### src/include/mips_isa.svh
`ifndef MIPS_ISA_SVH
`define MIPS_ISA_SVH

// primary opcode field, inst[31:26]
localparam logic [5:0] OP_SPECIAL = 6'h00;
localparam logic [5:0] OP_ADDIU   = 6'h09;
localparam logic [5:0] OP_ORI     = 6'h0d;
localparam logic [5:0] OP_LUI     = 6'h0f;

// funct field of SPECIAL, inst[5:0]
localparam logic [5:0] FN_SLL   = 6'h00;
localparam logic [5:0] FN_SRL   = 6'h02;
localparam logic [5:0] FN_MFHI  = 6'h10;
localparam logic [5:0] FN_MFLO  = 6'h12;
localparam logic [5:0] FN_MULT  = 6'h18;
localparam logic [5:0] FN_MULTU = 6'h19;
localparam logic [5:0] FN_ADDU  = 6'h21;
localparam logic [5:0] FN_SUBU  = 6'h23;
localparam logic [5:0] FN_AND   = 6'h24;
localparam logic [5:0] FN_OR    = 6'h25;
localparam logic [5:0] FN_XOR   = 6'h26;
localparam logic [5:0] FN_SLT   = 6'h2a;

`endif

### src/rtl/mips_pkg.sv
package mips_pkg;

    `include "mips_isa.svh"

    typedef logic [31:0] gpr_t;
    typedef logic [31:0] inst_t;
    typedef logic [31:0] addr_t;
    typedef logic [4:0]  gpr_addr_t;

    typedef enum logic [3:0] {
        ALU_ADD,
        ALU_SUB,
        ALU_AND,
        ALU_OR,
        ALU_XOR,
        ALU_SLT,
        ALU_SLL,
        ALU_SRL,
        ALU_PASS_B
    } alu_op_e;

    typedef enum logic [2:0] {
        HILO_NONE,
        HILO_MULT,
        HILO_MULTU,
        HILO_MFHI,
        HILO_MFLO
    } hilo_op_e;

    // word returned by the instruction SRAM, tagged with its address
    typedef struct packed {
        logic  valid;
        addr_t pc;
        inst_t inst;
    } fetch_t;

    // operands already resolved, shamt only read by shifts
    typedef struct packed {
        logic      valid;
        alu_op_e   alu_op;
        hilo_op_e  hilo_op;
        gpr_t      src_a;
        gpr_t      src_b;
        logic [4:0] shamt;
        gpr_addr_t dest;
        logic      wr_en;
    } issue_t;

    typedef struct packed {
        logic      valid;
        gpr_addr_t addr;
        gpr_t      data;
    } wb_t;

endpackage

### src/rtl/mips_decode.sv
`timescale 1ns/1ps

module mips_decode import mips_pkg::*; (
    input  logic      clk_i,
    input  logic      arst_n_i,
    input  fetch_t    fetch_i,
    output gpr_addr_t rs_addr_o,
    output gpr_addr_t rt_addr_o,
    input  gpr_t      rs_data_i,
    input  gpr_t      rt_data_i,
    input  wb_t       ex_fwd_i,
    input  wb_t       wb_fwd_i,
    output issue_t    issue_o
);

    logic [5:0]  opcode;
    logic [5:0]  funct;
    logic [15:0] imm;
    gpr_addr_t   rs;
    gpr_addr_t   rt;
    gpr_addr_t   rd;
    gpr_t        rs_val;
    gpr_t        rt_val;
    issue_t      issue_d;
    issue_t      issue_q;

    // youngest producer wins
    function automatic gpr_t forward(gpr_addr_t addr, gpr_t rf_data, wb_t ex_w, wb_t wb_w);
        if (ex_w.valid && ex_w.addr == addr) begin
            return ex_w.data;
        end else if (wb_w.valid && wb_w.addr == addr) begin
            return wb_w.data;
        end
        return rf_data;
    endfunction

    assign opcode = fetch_i.inst[31:26];
    assign rs     = fetch_i.inst[25:21];
    assign rt     = fetch_i.inst[20:16];
    assign rd     = fetch_i.inst[15:11];
    assign funct  = fetch_i.inst[5:0];
    assign imm    = fetch_i.inst[15:0];

    assign rs_addr_o = rs;
    assign rt_addr_o = rt;

    assign rs_val = forward(rs, rs_data_i, ex_fwd_i, wb_fwd_i);
    assign rt_val = forward(rt, rt_data_i, ex_fwd_i, wb_fwd_i);

    always_comb begin
        issue_d.valid   = fetch_i.valid;
        issue_d.alu_op  = ALU_PASS_B;
        issue_d.hilo_op = HILO_NONE;
        issue_d.src_a   = rs_val;
        issue_d.src_b   = rt_val;
        issue_d.shamt   = fetch_i.inst[10:6];
        issue_d.dest    = rd;
        issue_d.wr_en   = 1'b0;

        case (opcode)
            OP_SPECIAL: begin
                issue_d.wr_en = 1'b1;
                case (funct)
                    FN_ADDU:  issue_d.alu_op = ALU_ADD;
                    FN_SUBU:  issue_d.alu_op = ALU_SUB;
                    FN_AND:   issue_d.alu_op = ALU_AND;
                    FN_OR:    issue_d.alu_op = ALU_OR;
                    FN_XOR:   issue_d.alu_op = ALU_XOR;
                    FN_SLT:   issue_d.alu_op = ALU_SLT;
                    FN_SLL:   issue_d.alu_op = ALU_SLL;
                    FN_SRL:   issue_d.alu_op = ALU_SRL;
                    FN_MFHI:  issue_d.hilo_op = HILO_MFHI;
                    FN_MFLO:  issue_d.hilo_op = HILO_MFLO;
                    FN_MULT: begin
                        issue_d.hilo_op = HILO_MULT;
                        issue_d.wr_en   = 1'b0;
                    end
                    FN_MULTU: begin
                        issue_d.hilo_op = HILO_MULTU;
                        issue_d.wr_en   = 1'b0;
                    end
                    default:  issue_d.wr_en = 1'b0;
                endcase
            end
            OP_ADDIU: begin
                issue_d.alu_op = ALU_ADD;
                issue_d.src_b  = {{16{imm[15]}}, imm};
                issue_d.dest   = rt;
                issue_d.wr_en  = 1'b1;
            end
            OP_ORI: begin
                issue_d.alu_op = ALU_OR;
                issue_d.src_b  = {16'h0000, imm};
                issue_d.dest   = rt;
                issue_d.wr_en  = 1'b1;
            end
            OP_LUI: begin
                issue_d.src_b = {imm, 16'h0000};
                issue_d.dest  = rt;
                issue_d.wr_en = 1'b1;
            end
            default: begin
            end
        endcase

        // writes to $0 are dropped here so nothing forwards them
        if (issue_d.dest == '0) begin
            issue_d.wr_en = 1'b0;
        end
    end

    always_ff @(posedge clk_i or negedge arst_n_i) begin
        if (!arst_n_i) begin
            issue_q <= '0;
        end else begin
            issue_q <= issue_d;
        end
    end

    assign issue_o = issue_q;

endmodule

### config.mk
export PLATFORM = sky130hd
export DESIGN_NAME = mips_decode
export DESIGN_NICKNAME = d
export VERILOG_FILES = /design/src/rtl/mips_pkg.sv /design/src/rtl/mips_decode.sv
export VERILOG_INCLUDE_DIRS = /design/src /design/src/include
export SDC_FILE = /design/constraint.sdc
export NUM_CORES = 1
export LEC_CHECK = 0
export BUFFER_PORTS_ARGS = -buffer_cell sky130_fd_sc_hd__buf_2
export CORE_MARGIN = 4
export CORE_UTILIZATION = 39
export CTS_BUF_LIST = sky130_fd_sc_hd__clkbuf_4 sky130_fd_sc_hd__clkbuf_8
export DETAILED_ROUTE_END_ITERATION = 8
export PLACE_DENSITY = 0.82
export SETUP_SLACK_MARGIN = 0.1
export SYNTH_ARGS = -nofsm -noshare
export SYNTH_HDL_FRONTEND = slang
export SYNTH_SLANG_ARGS = --single-unit
### constraint.sdc
create_clock -name clk_i -period 0.8 [get_ports clk_i]
set_clock_uncertainty 0.15 [all_clocks]
set_input_delay 0.08 -clock clk_i [delete_from_list [all_inputs] [get_ports clk_i]]
set_output_delay 0.08 -clock clk_i [all_outputs]
set_load 0.005 [all_outputs]
* Word level (Yosys, flattened, before mapping)
Index checks and enable logic that the tools add are counted.
** Cells by class
- Equal/unequal tests :: 18
- Reduce and logical (&&, ||, !) cells :: 9
- Multiplexer cells :: 19
** Operators by type and width (number)
- $mux W32 :: 6
- $pmux W32 S3 :: 1
- $eq A6 B6 Y1 const B :: 6
- $pmux W4 S8 :: 1
- $eq A6 B5 Y1 const B :: 4
- $eq A5 B5 Y1 :: 4
- $eq A6 B4 Y1 const B :: 3
- $logic_not A6 Y1 :: 2
- $pmux W3 S4 :: 1
- $pmux W4 S3 :: 1
- $reduce_or A10 Y1 :: 1
- $eq A6 B2 Y1 const B :: 1
- $mux W1 :: 6
- $logic_not A5 Y1 :: 1
- $mux W5 :: 1
- $logic_and A1 B1 Y1 :: 4
- $mux W3 :: 1
- $reduce_or A3 Y1 :: 1
- $pmux W1 S2 :: 1
** Storage, ports and cells
- Bits of input ports :: 207
- Register bits :: 83

* Logic depth before layout (Yosys ltp)
Gate-level depths: netlist (run 1).
- Word-level depth :: 6
- Mapped depth :: 8
- Mapped depth without buffers :: 5

* Least setup slack after synthesis (run 1)
No wires, ideal clock.
- Kind :: input port to flip-flop
- Start point :: input fetch_i[30] in the netlist's numbering
- End point :: register issue_q (netlist bit issue_o[29])
- Cell stages on the path :: 8
- Arrival time :: 1.225 ns
- Path buffers :: 3
- Setup slack :: -0.710 ns
- Path through :: and4bb_1 > and2_1 > buf_2 > and3_1 > buf_2 > buf_2 > a21oi_1 > o31ai_1
** RTL lines
- start: declaration :: RTL line mips_decode.sv:6 : input fetch_t fetch_i,
- end signal: assignment :: RTL line mips_decode.sv:116 : issue_q <= issue_d;
- end: declaration :: RTL line mips_decode.sv:25 : issue_t issue_q;

==> results of run 1 <==
==> routing by layer <==
| metal | track usage, % | part of all wire, % | routed length [um] |
|---|---|---|---|
| met1 | 35.9 | 37 | 7880 |
| met2 | 53.4 | 52 | 11100 |
| met3 | 5.89 | 8.0 | 1720 |
| met4 | 14.2 | 3.3 | 701 |
| met5 | 0 | 0 | 0 |
==> synth_stat cells, drive strengths merged, types with 3 or more instances <==
library cell  instances
a211oi               32
xnor2                13
buf                  29
mux2i                32
dfrtp                83
clkbuf               21
xor2                 10
a21oi                18
nand3                 4
o31ai                10
nor4                  4
nand2                65
or2                   3
nor3                  3
o21ai                80
o21a                 33
nor2                 17
and3                  3
==> cell families (layout without fill, tap and decap cells) <==
family	Yosys count	count (layout)	synth area share [%]
simple gates	113	113	11.4
other cells	0	3	0
mux	33	33	7.37
xor+xnor	23	23	4.48
compound gates	177	177	24.3
buf+inv	52	402	6.26
flops	83	83	46.2
==> final timing paths <==
check,startpoint,to,slack (ns),cells after the start
worst max-delay path,fetch_i[22],issue_o[62],-0.56,7
worst min-delay path,arst_n_i,issue_o[21],-0.60,1
max in group asynchronous,arst_n_i,issue_o[14],0.68,2
min in group clk_i,fetch_i[9],issue_o[9],-0.22,1
==> through the flow <==
stage                     setup TNS (ns)  area (um^2)  total power [uW]
after floorplan                   -41.84         4770              5490
after global placement            -66.19         6560              6780
after detailed placement          -67.47         6560              6830
after CTS                         -54.83         7910             10500
after global routing              -65.04         8200             11100
final                             -58.33         8200             10600
==> final cells by class <==
| cell class | instances | area share, % |
|---|---|---|
| clock inverter | 4 | 0.580 |
| sequential | 83 | 25.3 |
| inverter | 2 | 0.0915 |
| multi-input combinational | 346 | 33.7 |
| antenna | 3 | 0.0915 |
| tap | 140 | 2.14 |
| timing repair buffer | 384 | 36.0 |
| clock buffer | 12 | 2.01 |
==> timing repair <==
| item | CTS | global route |
|---|---|---|
| endpoints found under the hold margin | 166 | 160 |
| pin swaps | 79 | 45 |
| cloned | 9 | 2 |
| endpoints found under the setup margin | 162 | 161 |
| buffers inserted | 34 | 10 |
| resized for setup | 151 | 56 |
==> worst max-delay path, delay by kind of cell <==
family,cells,cell delay (ns)
buffers and inverters,2,0.28
AO/OA/AOI/OAI,1,0.08
XOR/XNOR,1,0.16
AND/OR/NAND/NOR,2,0.62
multiplexers,1,0.23
==> where the power goes <==
group	internal [uW]	leakage, uW	switching [uW]
Combinational	1450	0.00265	1360
Clock	1690	0.000108	1580
Sequential	4480	0.000984	83.2
Total	7620	0.00375	3020
==> flow_summary.yaml, run 1 <==
route:
  drt-pass1-iter-count: 5
  avgRoutedWirePerCell_um: 22.0
  totalWireLength_um: 21400
  first_iter_violations: 391
  viasPerCell: 5.54
  drc: 0
  vias: 5393
  ant_nets: 0
placement:
  routabilityCongestion: 0.861
  dp_hpwl_um: 14100
  dp_worst_setup_slack_ns: -1.10
  io_buffers: 267
  placed_cells: 902
synth:
  yosysWarnings: 0
  synth_nets: 688
  synth_edf_count: 0
  synth-main-ff-cell: "dfrtp_1"
  yosysUniqueCellTypes: 38
  yosys.area.top_type_share_pct: 46.2
  synth-seq-cells: 83
  seq_area_frac_synth_pct: 46.2
  async_flop_share_pct: 100
  synth_area_leader_cell: "dfrtp_1"
  synthTopCellsByArea: "dfrtp_1, mux2i_1, o21ai_1"
  synth.avg_cell_area_um2: 9.35
  netlist_area_um2: 4500
  synthCells: 481
setup_path:
  worstSetupPathType: "input port to flop"
  crit_required_ns: 0.90
  path_max_fanout: 12
  cp-end-kind: "flop"
  cp.arrival_ns: 1.46
  path_cells: "buf_6 -> xor2_1 -> nor4_2 -> and3_4 -> buf_12 -> mux2i_1 -> o21ai_1"
  crit_path_start_kind: "input port"
  cp_slowest_cell: "nor4_2"
  critPathMaxStageDelay_ns: 0.31
power:
  p_leak_uw: 0.00375
  power_density_nw_per_um2: 1300
  ir_worst_vdd_v: 0.00127
grt:
  grtUsageTotal_pct: 30.5
  grt_pass1_vias: 5686
  grt_start_max_net_pins: 39
  grt_pass1_wl_um: 30700
  grt_antenna_before_repair: 3
  grt.overflow.total: 0
hold_path:
  min-delay-path-class: "input port to async pin"
die:
  core_area_um2: 11100
  io_pins: 300
  num_rows: 38
  fp.dieH_um: 115
  start_util_pct: 40.6
  die_x_um: 115
  die_area_um2: 13300
final_layout:
  final_nets: 1033
  mostFrequentLayoutCells: "buf_2, dfrtp_1, o21ai_1"
  final_common_cell: "buf_2"
  seq_area_um2: 2080
  multi_input_area_um2: 2770
  drive_above_1_share_pct: 60.6
  area_growth_pct: 82.4
  fill_cells: 784
  largest_reg_flops: 83
  fin_util_pct: 74.0
  finalNonFillerCells: 974
timing:
  setup_viol: 161
  relSlewSlack_pct: 75.6
  period_share_pct: 170
  hold_violations: 159
  rsz0062_at_grt: "yes"
  max_freq_ghz: 0.734
  slew_viol_final: 0
  timing.hold.ws_ns: -0.596
  fin_crit_ns: 1.36
  tightest_slew_ns: 0.366
  final.setup.worst_slack_ns: -0.563
clock_network:
  cts.sinks: 83
  cts_hold_buf: 4
  htreeDepth: 3
  cts_tree: "yes"
  clkSlewWorstSetupHoldPaths_ns: 0.08
  cts_made_buffers: 9
  root_buffer: "clkbuf_8"
  clockBufferDepth: 2
outcome:
  violations: "negative hold slack, negative setup slack"
  status: "complete, but fails checks"
flow_run:
  drv_cap: 0
No activity file was read; power rests on OpenSTA's default activity.
==> inputs of run 2 (changes only) <==
--- a/config.mk
+++ b/config.mk
@@ -11,7 +11,7 @@
 export CORE_UTILIZATION = 39
 export CTS_BUF_LIST = sky130_fd_sc_hd__clkbuf_4 sky130_fd_sc_hd__clkbuf_8
 export DETAILED_ROUTE_END_ITERATION = 8
-export PLACE_DENSITY = 0.82
+export PLACE_DENSITY = 0.78
 export SETUP_SLACK_MARGIN = 0.1
 export SYNTH_ARGS = -nofsm -noshare
 export SYNTH_HDL_FRONTEND = slang
==> run 2 against run 1 <==
  * The run still ends with negative hold slack, negative setup slack left
  * First-iteration DRC count is 7.7% lower
  * Power is 1.2% lower
  * Fmax is 1.9% lower
  * Die area stayed put
  * Critical path depth is 1 higher
  * Via count hardly changed
  * Setup slack worse by 0.027 ns
  * Core utilization is 1.5 points lower
  * Sequential power hardly changed
  * Clock power is 2% lower
  * Largest cell class unchanged
==> flow_summary.yaml, run 2 (same netlist as run 1, synthesis figures left out) <==
clock_network:
  clockBufferDepth: 2
  root_buffer: "clkbuf_8"
  cts.sinks: 83
  cts_tree: "yes"
  htreeDepth: 3
  clkSlewWorstSetupHoldPaths_ns: 0.08
  cts_made_buffers: 9
outcome:
  violations: "negative hold slack, negative setup slack"
  status: "complete, but fails checks"
grt:
  grt_antenna_before_repair: 3
  grt_pass1_wl_um: 29900
  grt.overflow.total: 0
  grt_start_max_net_pins: 34
  grt_pass1_vias: 5629
  grtUsageTotal_pct: 30.0
final_layout:
  fin_util_pct: 72.5
  fill_cells: 829
  largest_reg_flops: 83
  final_common_cell: "buf_2"
  mostFrequentLayoutCells: "buf_2, dfrtp_1, o21ai_1"
  design_area_um2: 8030
  area_growth_pct: 78.7
  final_nets: 1032
  drive_above_1_share_pct: 57.8
timing:
  relSlewSlack_pct: 75.6
  final.setup.worst_slack_ns: -0.589
  slew_viol_final: 0
  tightest_slew_ns: 0.366
  period_share_pct: 174
  rsz0062_at_grt: "yes"
  hold_violations: 157
  fin_crit_ns: 1.39
  timing.hold.ws_ns: -0.604
  setup_viol: 160
  max_freq_ghz: 0.720
die:
  num_rows: 38
  start_util_pct: 40.6
  die_x_um: 115
  die_area_um2: 13300
  io_pins: 300
  fp.dieH_um: 115
  core_area_um2: 11100
placement:
  post_dp_cell_area_um2: 6550
  routabilityCongestion: 0.879
  io_buffers: 267
  dp_hpwl_um: 14600
route:
  drc: 0
  ant_nets: 0
  avgRoutedWirePerCell_um: 21.8
  drt-pass1-iter-count: 5
  vias: 5394
  first_iter_violations: 361
  viasPerCell: 5.56
  totalWireLength_um: 21100
setup_path:
  path_max_fanout: 6
  cp.arrival_ns: 1.49
  crit_required_ns: 0.90
  worstSetupPathType: "input port to flop"
  cp-end-kind: "flop"
  crit_path_start_kind: "input port"
hold_path:
  min-delay-path-class: "input port to async pin"
power:
  p_leak_uw: 0.00368
  ir_worst_vdd_v: 0.000867
  power_density_nw_per_um2: 1310
flow_run:
  drv_cap: 0
## run 2: cell count changes in the layout (fill, tap and decap cells not counted), moves of 6 or more
cell / before / now
o21ai_2: 13 / 2
nand2_1: 50 / 56
o21ai_1: 59 / 68
buf_4: 51 / 45
## run 2: critical path, cell delays in order
cell and delay (ns):
buf_8 0.10, xor2_2 0.18, nor4_2 0.28, and3_4 0.28
buf_12 0.12, clkbuf_16 0.16, mux2i_1 0.22, o21ai_1 0.07
## run 2: cell type report
class                   count  area (um^2)  area share [%]
repair buffers            383         2920            36.3
multi-input cells         346         2650            33.0
flip-flops and latches     83         2080            25.9
well taps                 140          175            2.18
clock buffers              13          166            2.07
clock inverters             2         35.0           0.436
inverters                   2         7.51          0.0934
diodes                      1         2.50          0.0311
## run 2: worst max-delay path by stage
stage / slack, ns / endpoint / depth (start not counted) / startpoint
2_1_floorplan: -0.62 / issue_o[11] / 6 / wb_fwd_i[36]
3_3_place_gp: -1.15 / issue_o[0] / 7 / fetch_i[27]
3_5_place_dp: -1.13 / issue_o[33] / 6 / fetch_i[31]
4_1_cts: -0.52 / issue_o[53] / 7 / fetch_i[22]
5_1_grt: -0.65 / issue_o[46] / 8 / fetch_i[22]
6_report: -0.59 / issue_o[69] / 8 / fetch_i[22]
## run 2: through the flow
stage	setup TNS, ns	cells	hold WS, ns	worst slack [ns]	total power [uW]
floorplan	-41.84	481	-0.366	-0.619	5490
global placement	-64.71	909	-0.207	-1.15	6770
detailed placement	-66.36	909	-0.208	-1.13	6850
CTS	-54.97	956	-0.617	-0.524	10400
global route	-65.56	970	-0.615	-0.646	10900
finish	-59.74	970	-0.604	-0.589	10500
## run 2: layer usage
layer | wire length (um) | global-route usage, % | share of wire [%]
met5 | 28 | 0 | 0.13
met2 | 10800 | 53.6 | 51
met4 | 683 | 12.8 | 3.2
met3 | 1960 | 7.21 | 9.3
met1 | 7610 | 34.0 | 36
## run 2: report_power, final
group	total [uW]	switching [uW]	internal [uW]	leakage (uW)
sequential	4570	90.5	4480	0.000984
clock	3190	1530	1660	0.000106
combinational	2740	1310	1430	0.00259
## run 2: repair_timing
action	4_1_cts	5_1_grt
hold buffers	7	2
endpoints found under the hold margin	165	161
gates resized for setup	147	48
buffers inserted	17	10
gates cloned	8	4
endpoints found under the setup margin	162	168
pin swaps	78	29
==> inputs of run 3 (changes only) <==
--- a/config.mk
+++ b/config.mk
@@ -6,7 +6,7 @@
 export SDC_FILE = /design/constraint.sdc
 export NUM_CORES = 1
 export LEC_CHECK = 0
-export BUFFER_PORTS_ARGS = -buffer_cell sky130_fd_sc_hd__buf_2
+export BUFFER_PORTS_ARGS = -buffer_cell sky130_fd_sc_hd__buf_4
 export CORE_MARGIN = 4
 export CORE_UTILIZATION = 39
 export CTS_BUF_LIST = sky130_fd_sc_hd__clkbuf_4 sky130_fd_sc_hd__clkbuf_8
==> run 3 against run 2 <==
  * The flow still finishes with violations (negative hold slack, negative setup slack)
  * Fmax fell by 0.85%
  * Sequential power rose by 1%
  * Combinational power rose by 16%
  * Worst hold slack improved by 0.021 ns
  * Sequential share of layout area fell by 2.0 points
  * Clock-buffer cell count fell by 2
==> flow_summary.yaml, run 3 (same netlist as run 1, synthesis figures left out) <==
outcome:
  status: "complete, but fails checks"
  violations: "negative hold slack, negative setup slack"
final_layout:
  final_nets: 1021
  design_area_um2: 8730
  drive_above_1_share_pct: 56.4
  final_common_cell: "buf_4"
  largest_reg_flops: 83
  fill_cells: 662
  area_growth_pct: 94.0
  num_antenna_cells: 0
  mostFrequentLayoutCells: "buf_4, buf_6, dfrtp_1"
timing:
  fin_crit_ns: 1.40
  final.setup.worst_slack_ns: -0.601
  hold_violations: 161
  max_freq_ghz: 0.714
  rsz0062_at_grt: "yes"
  tightest_slew_ns: 0.372
  relSlewSlack_pct: 75.2
  slew_viol_final: 0
  setup_viol: 160
  timing.hold.ws_ns: -0.583
  period_share_pct: 175
route:
  totalWireLength_um: 20800
  viasPerCell: 5.48
  drc: 0
  ant_nets: 0
  avgRoutedWirePerCell_um: 21.7
  vias: 5260
  drt-pass1-iter-count: 5
  first_iter_violations: 395
die:
  die_x_um: 115
  fp.dieH_um: 115
  core_area_um2: 11100
  die_area_um2: 13300
  num_rows: 38
  io_pins: 300
  start_util_pct: 40.6
power:
  pwr-share-seq_pct: 42.1
  finalPower_uw: 11000
  p_sw_uw: 3080
  switching_share_pct: 28.0
  ir_worst_vdd_v: 0.00102
  p_clk_share_pct: 29.2
  internal-power_uw: 7930
  p_comb_share_pct: 28.8
  p_leak_uw: 0.00384
  power_density_nw_per_um2: 1260
grt:
  grt_antenna_before_repair: 0
  grtUsageTotal_pct: 29.7
  grt_pass1_vias: 5585
  grt.overflow.total: 0
  grt_pass1_wl_um: 30100
  grt_start_max_net_pins: 33
setup_path:
  cp-end-kind: "flop"
  path_max_fanout: 5
  cp.arrival_ns: 1.52
  crit_required_ns: 0.92
  crit_path_start_kind: "input port"
  startpoint: "fetch_i[16]"
  cp-endpoint: "issue_o[37]"
  worstSetupPathType: "input port to flop"
placement:
  post_dp_cell_area_um2: 7200
  routabilityCongestion: 0.913
  dp_hpwl_um: 14700
  io_buffers: 267
clock_network:
  cts_tree: "yes"
  root_buffer: "clkbuf_8"
  cts.sinks: 83
  clkSlewWorstSetupHoldPaths_ns: 0.09
  cts_made_buffers: 9
  htreeDepth: 3
  clockBufferDepth: 2
flow_run:
  drv_cap: 0
hold_path:
  min-delay-path-class: "input port to async pin"
-- run 3: area by class of cell --
cell class	count	area, um^2	area share [%]
clock inverters	5	62.6	0.717
clock buffers	11	145	1.66
inverters	2	7.51	0.0860
multi-input cells	346	2650	30.4
well taps	140	175	2.01
flip-flops and latches	83	2080	23.8
repair buffers	372	3610	41.3
-- run 3: per-layer routing --
layer,vias to the layer above,GRT usage [%],share of wire [%]
met3,60,7.37,9.6
met5,-,0,0
met4,0,12.4,3.6
li1,2374,-,-
met2,329,53.4,51
met1,2497,33.5,35
-- run 3: stage by stage --
step                TNS [ns]  std cells  hold slack [ns]  util [%]  worst slack, ns
finish                -60.39        959           -0.583      78.8           -0.601
global route          -67.51        959           -0.595      78.8           -0.665
global placement      -64.70        907           -0.200      65.0            -1.05
detailed placement    -67.02        907           -0.199      65.0            -1.12
floorplan             -41.84        481           -0.366         -           -0.619
CTS                   -57.28        947           -0.594      75.7           -0.538
-- run 3: power groups by stage --
stage | clock network, uW | logic, uW | registers [uW]
after floorplan | 0 | 803 | 4680
after global placement | 0 | 2540 | 4650
final | 3210 | 3170 | 4630
after CTS | 3240 | 3020 | 4630
after global routing | 3410 | 3370 | 4660
after detailed placement | 0 | 2600 | 4660
-- run 3: worst min path at each step --
stage             start          end  slack, ns  cells past startpoint
2_1_floorplan  arst_n_i   issue_o[0]      -0.37                      0
3_5_place_dp   arst_n_i  issue_o[10]      -0.20                      1
3_3_place_gp   arst_n_i  issue_o[16]      -0.20                      1
6_report       arst_n_i  issue_o[10]      -0.58                      1
4_1_cts        arst_n_i  issue_o[10]      -0.59                      1
5_1_grt        arst_n_i  issue_o[10]      -0.60                      1
-- run 3: repair_timing --
| item | CTS | global route |
|---|---|---|
| setup endpoints to repair | 163 | 165 |
| gates resized for setup | 174 | 46 |
| hold buffers | 5 | 3 |
| buffers inserted | 15 | 11 |
| hold endpoints to repair | 165 | 164 |
| pin swaps | 50 | 26 |
| gates cloned | 5 | 3 |
-- run 3: critical path, stage by stage --
cell and delay [ns]:
buf_8 0.11, xnor2_4 0.16, nand4_1 0.18, buf_6 0.20, nor2_4 0.21, buf_6 0.18
buf_8 0.13, a211oi_2 0.06, o21ai_1 0.19
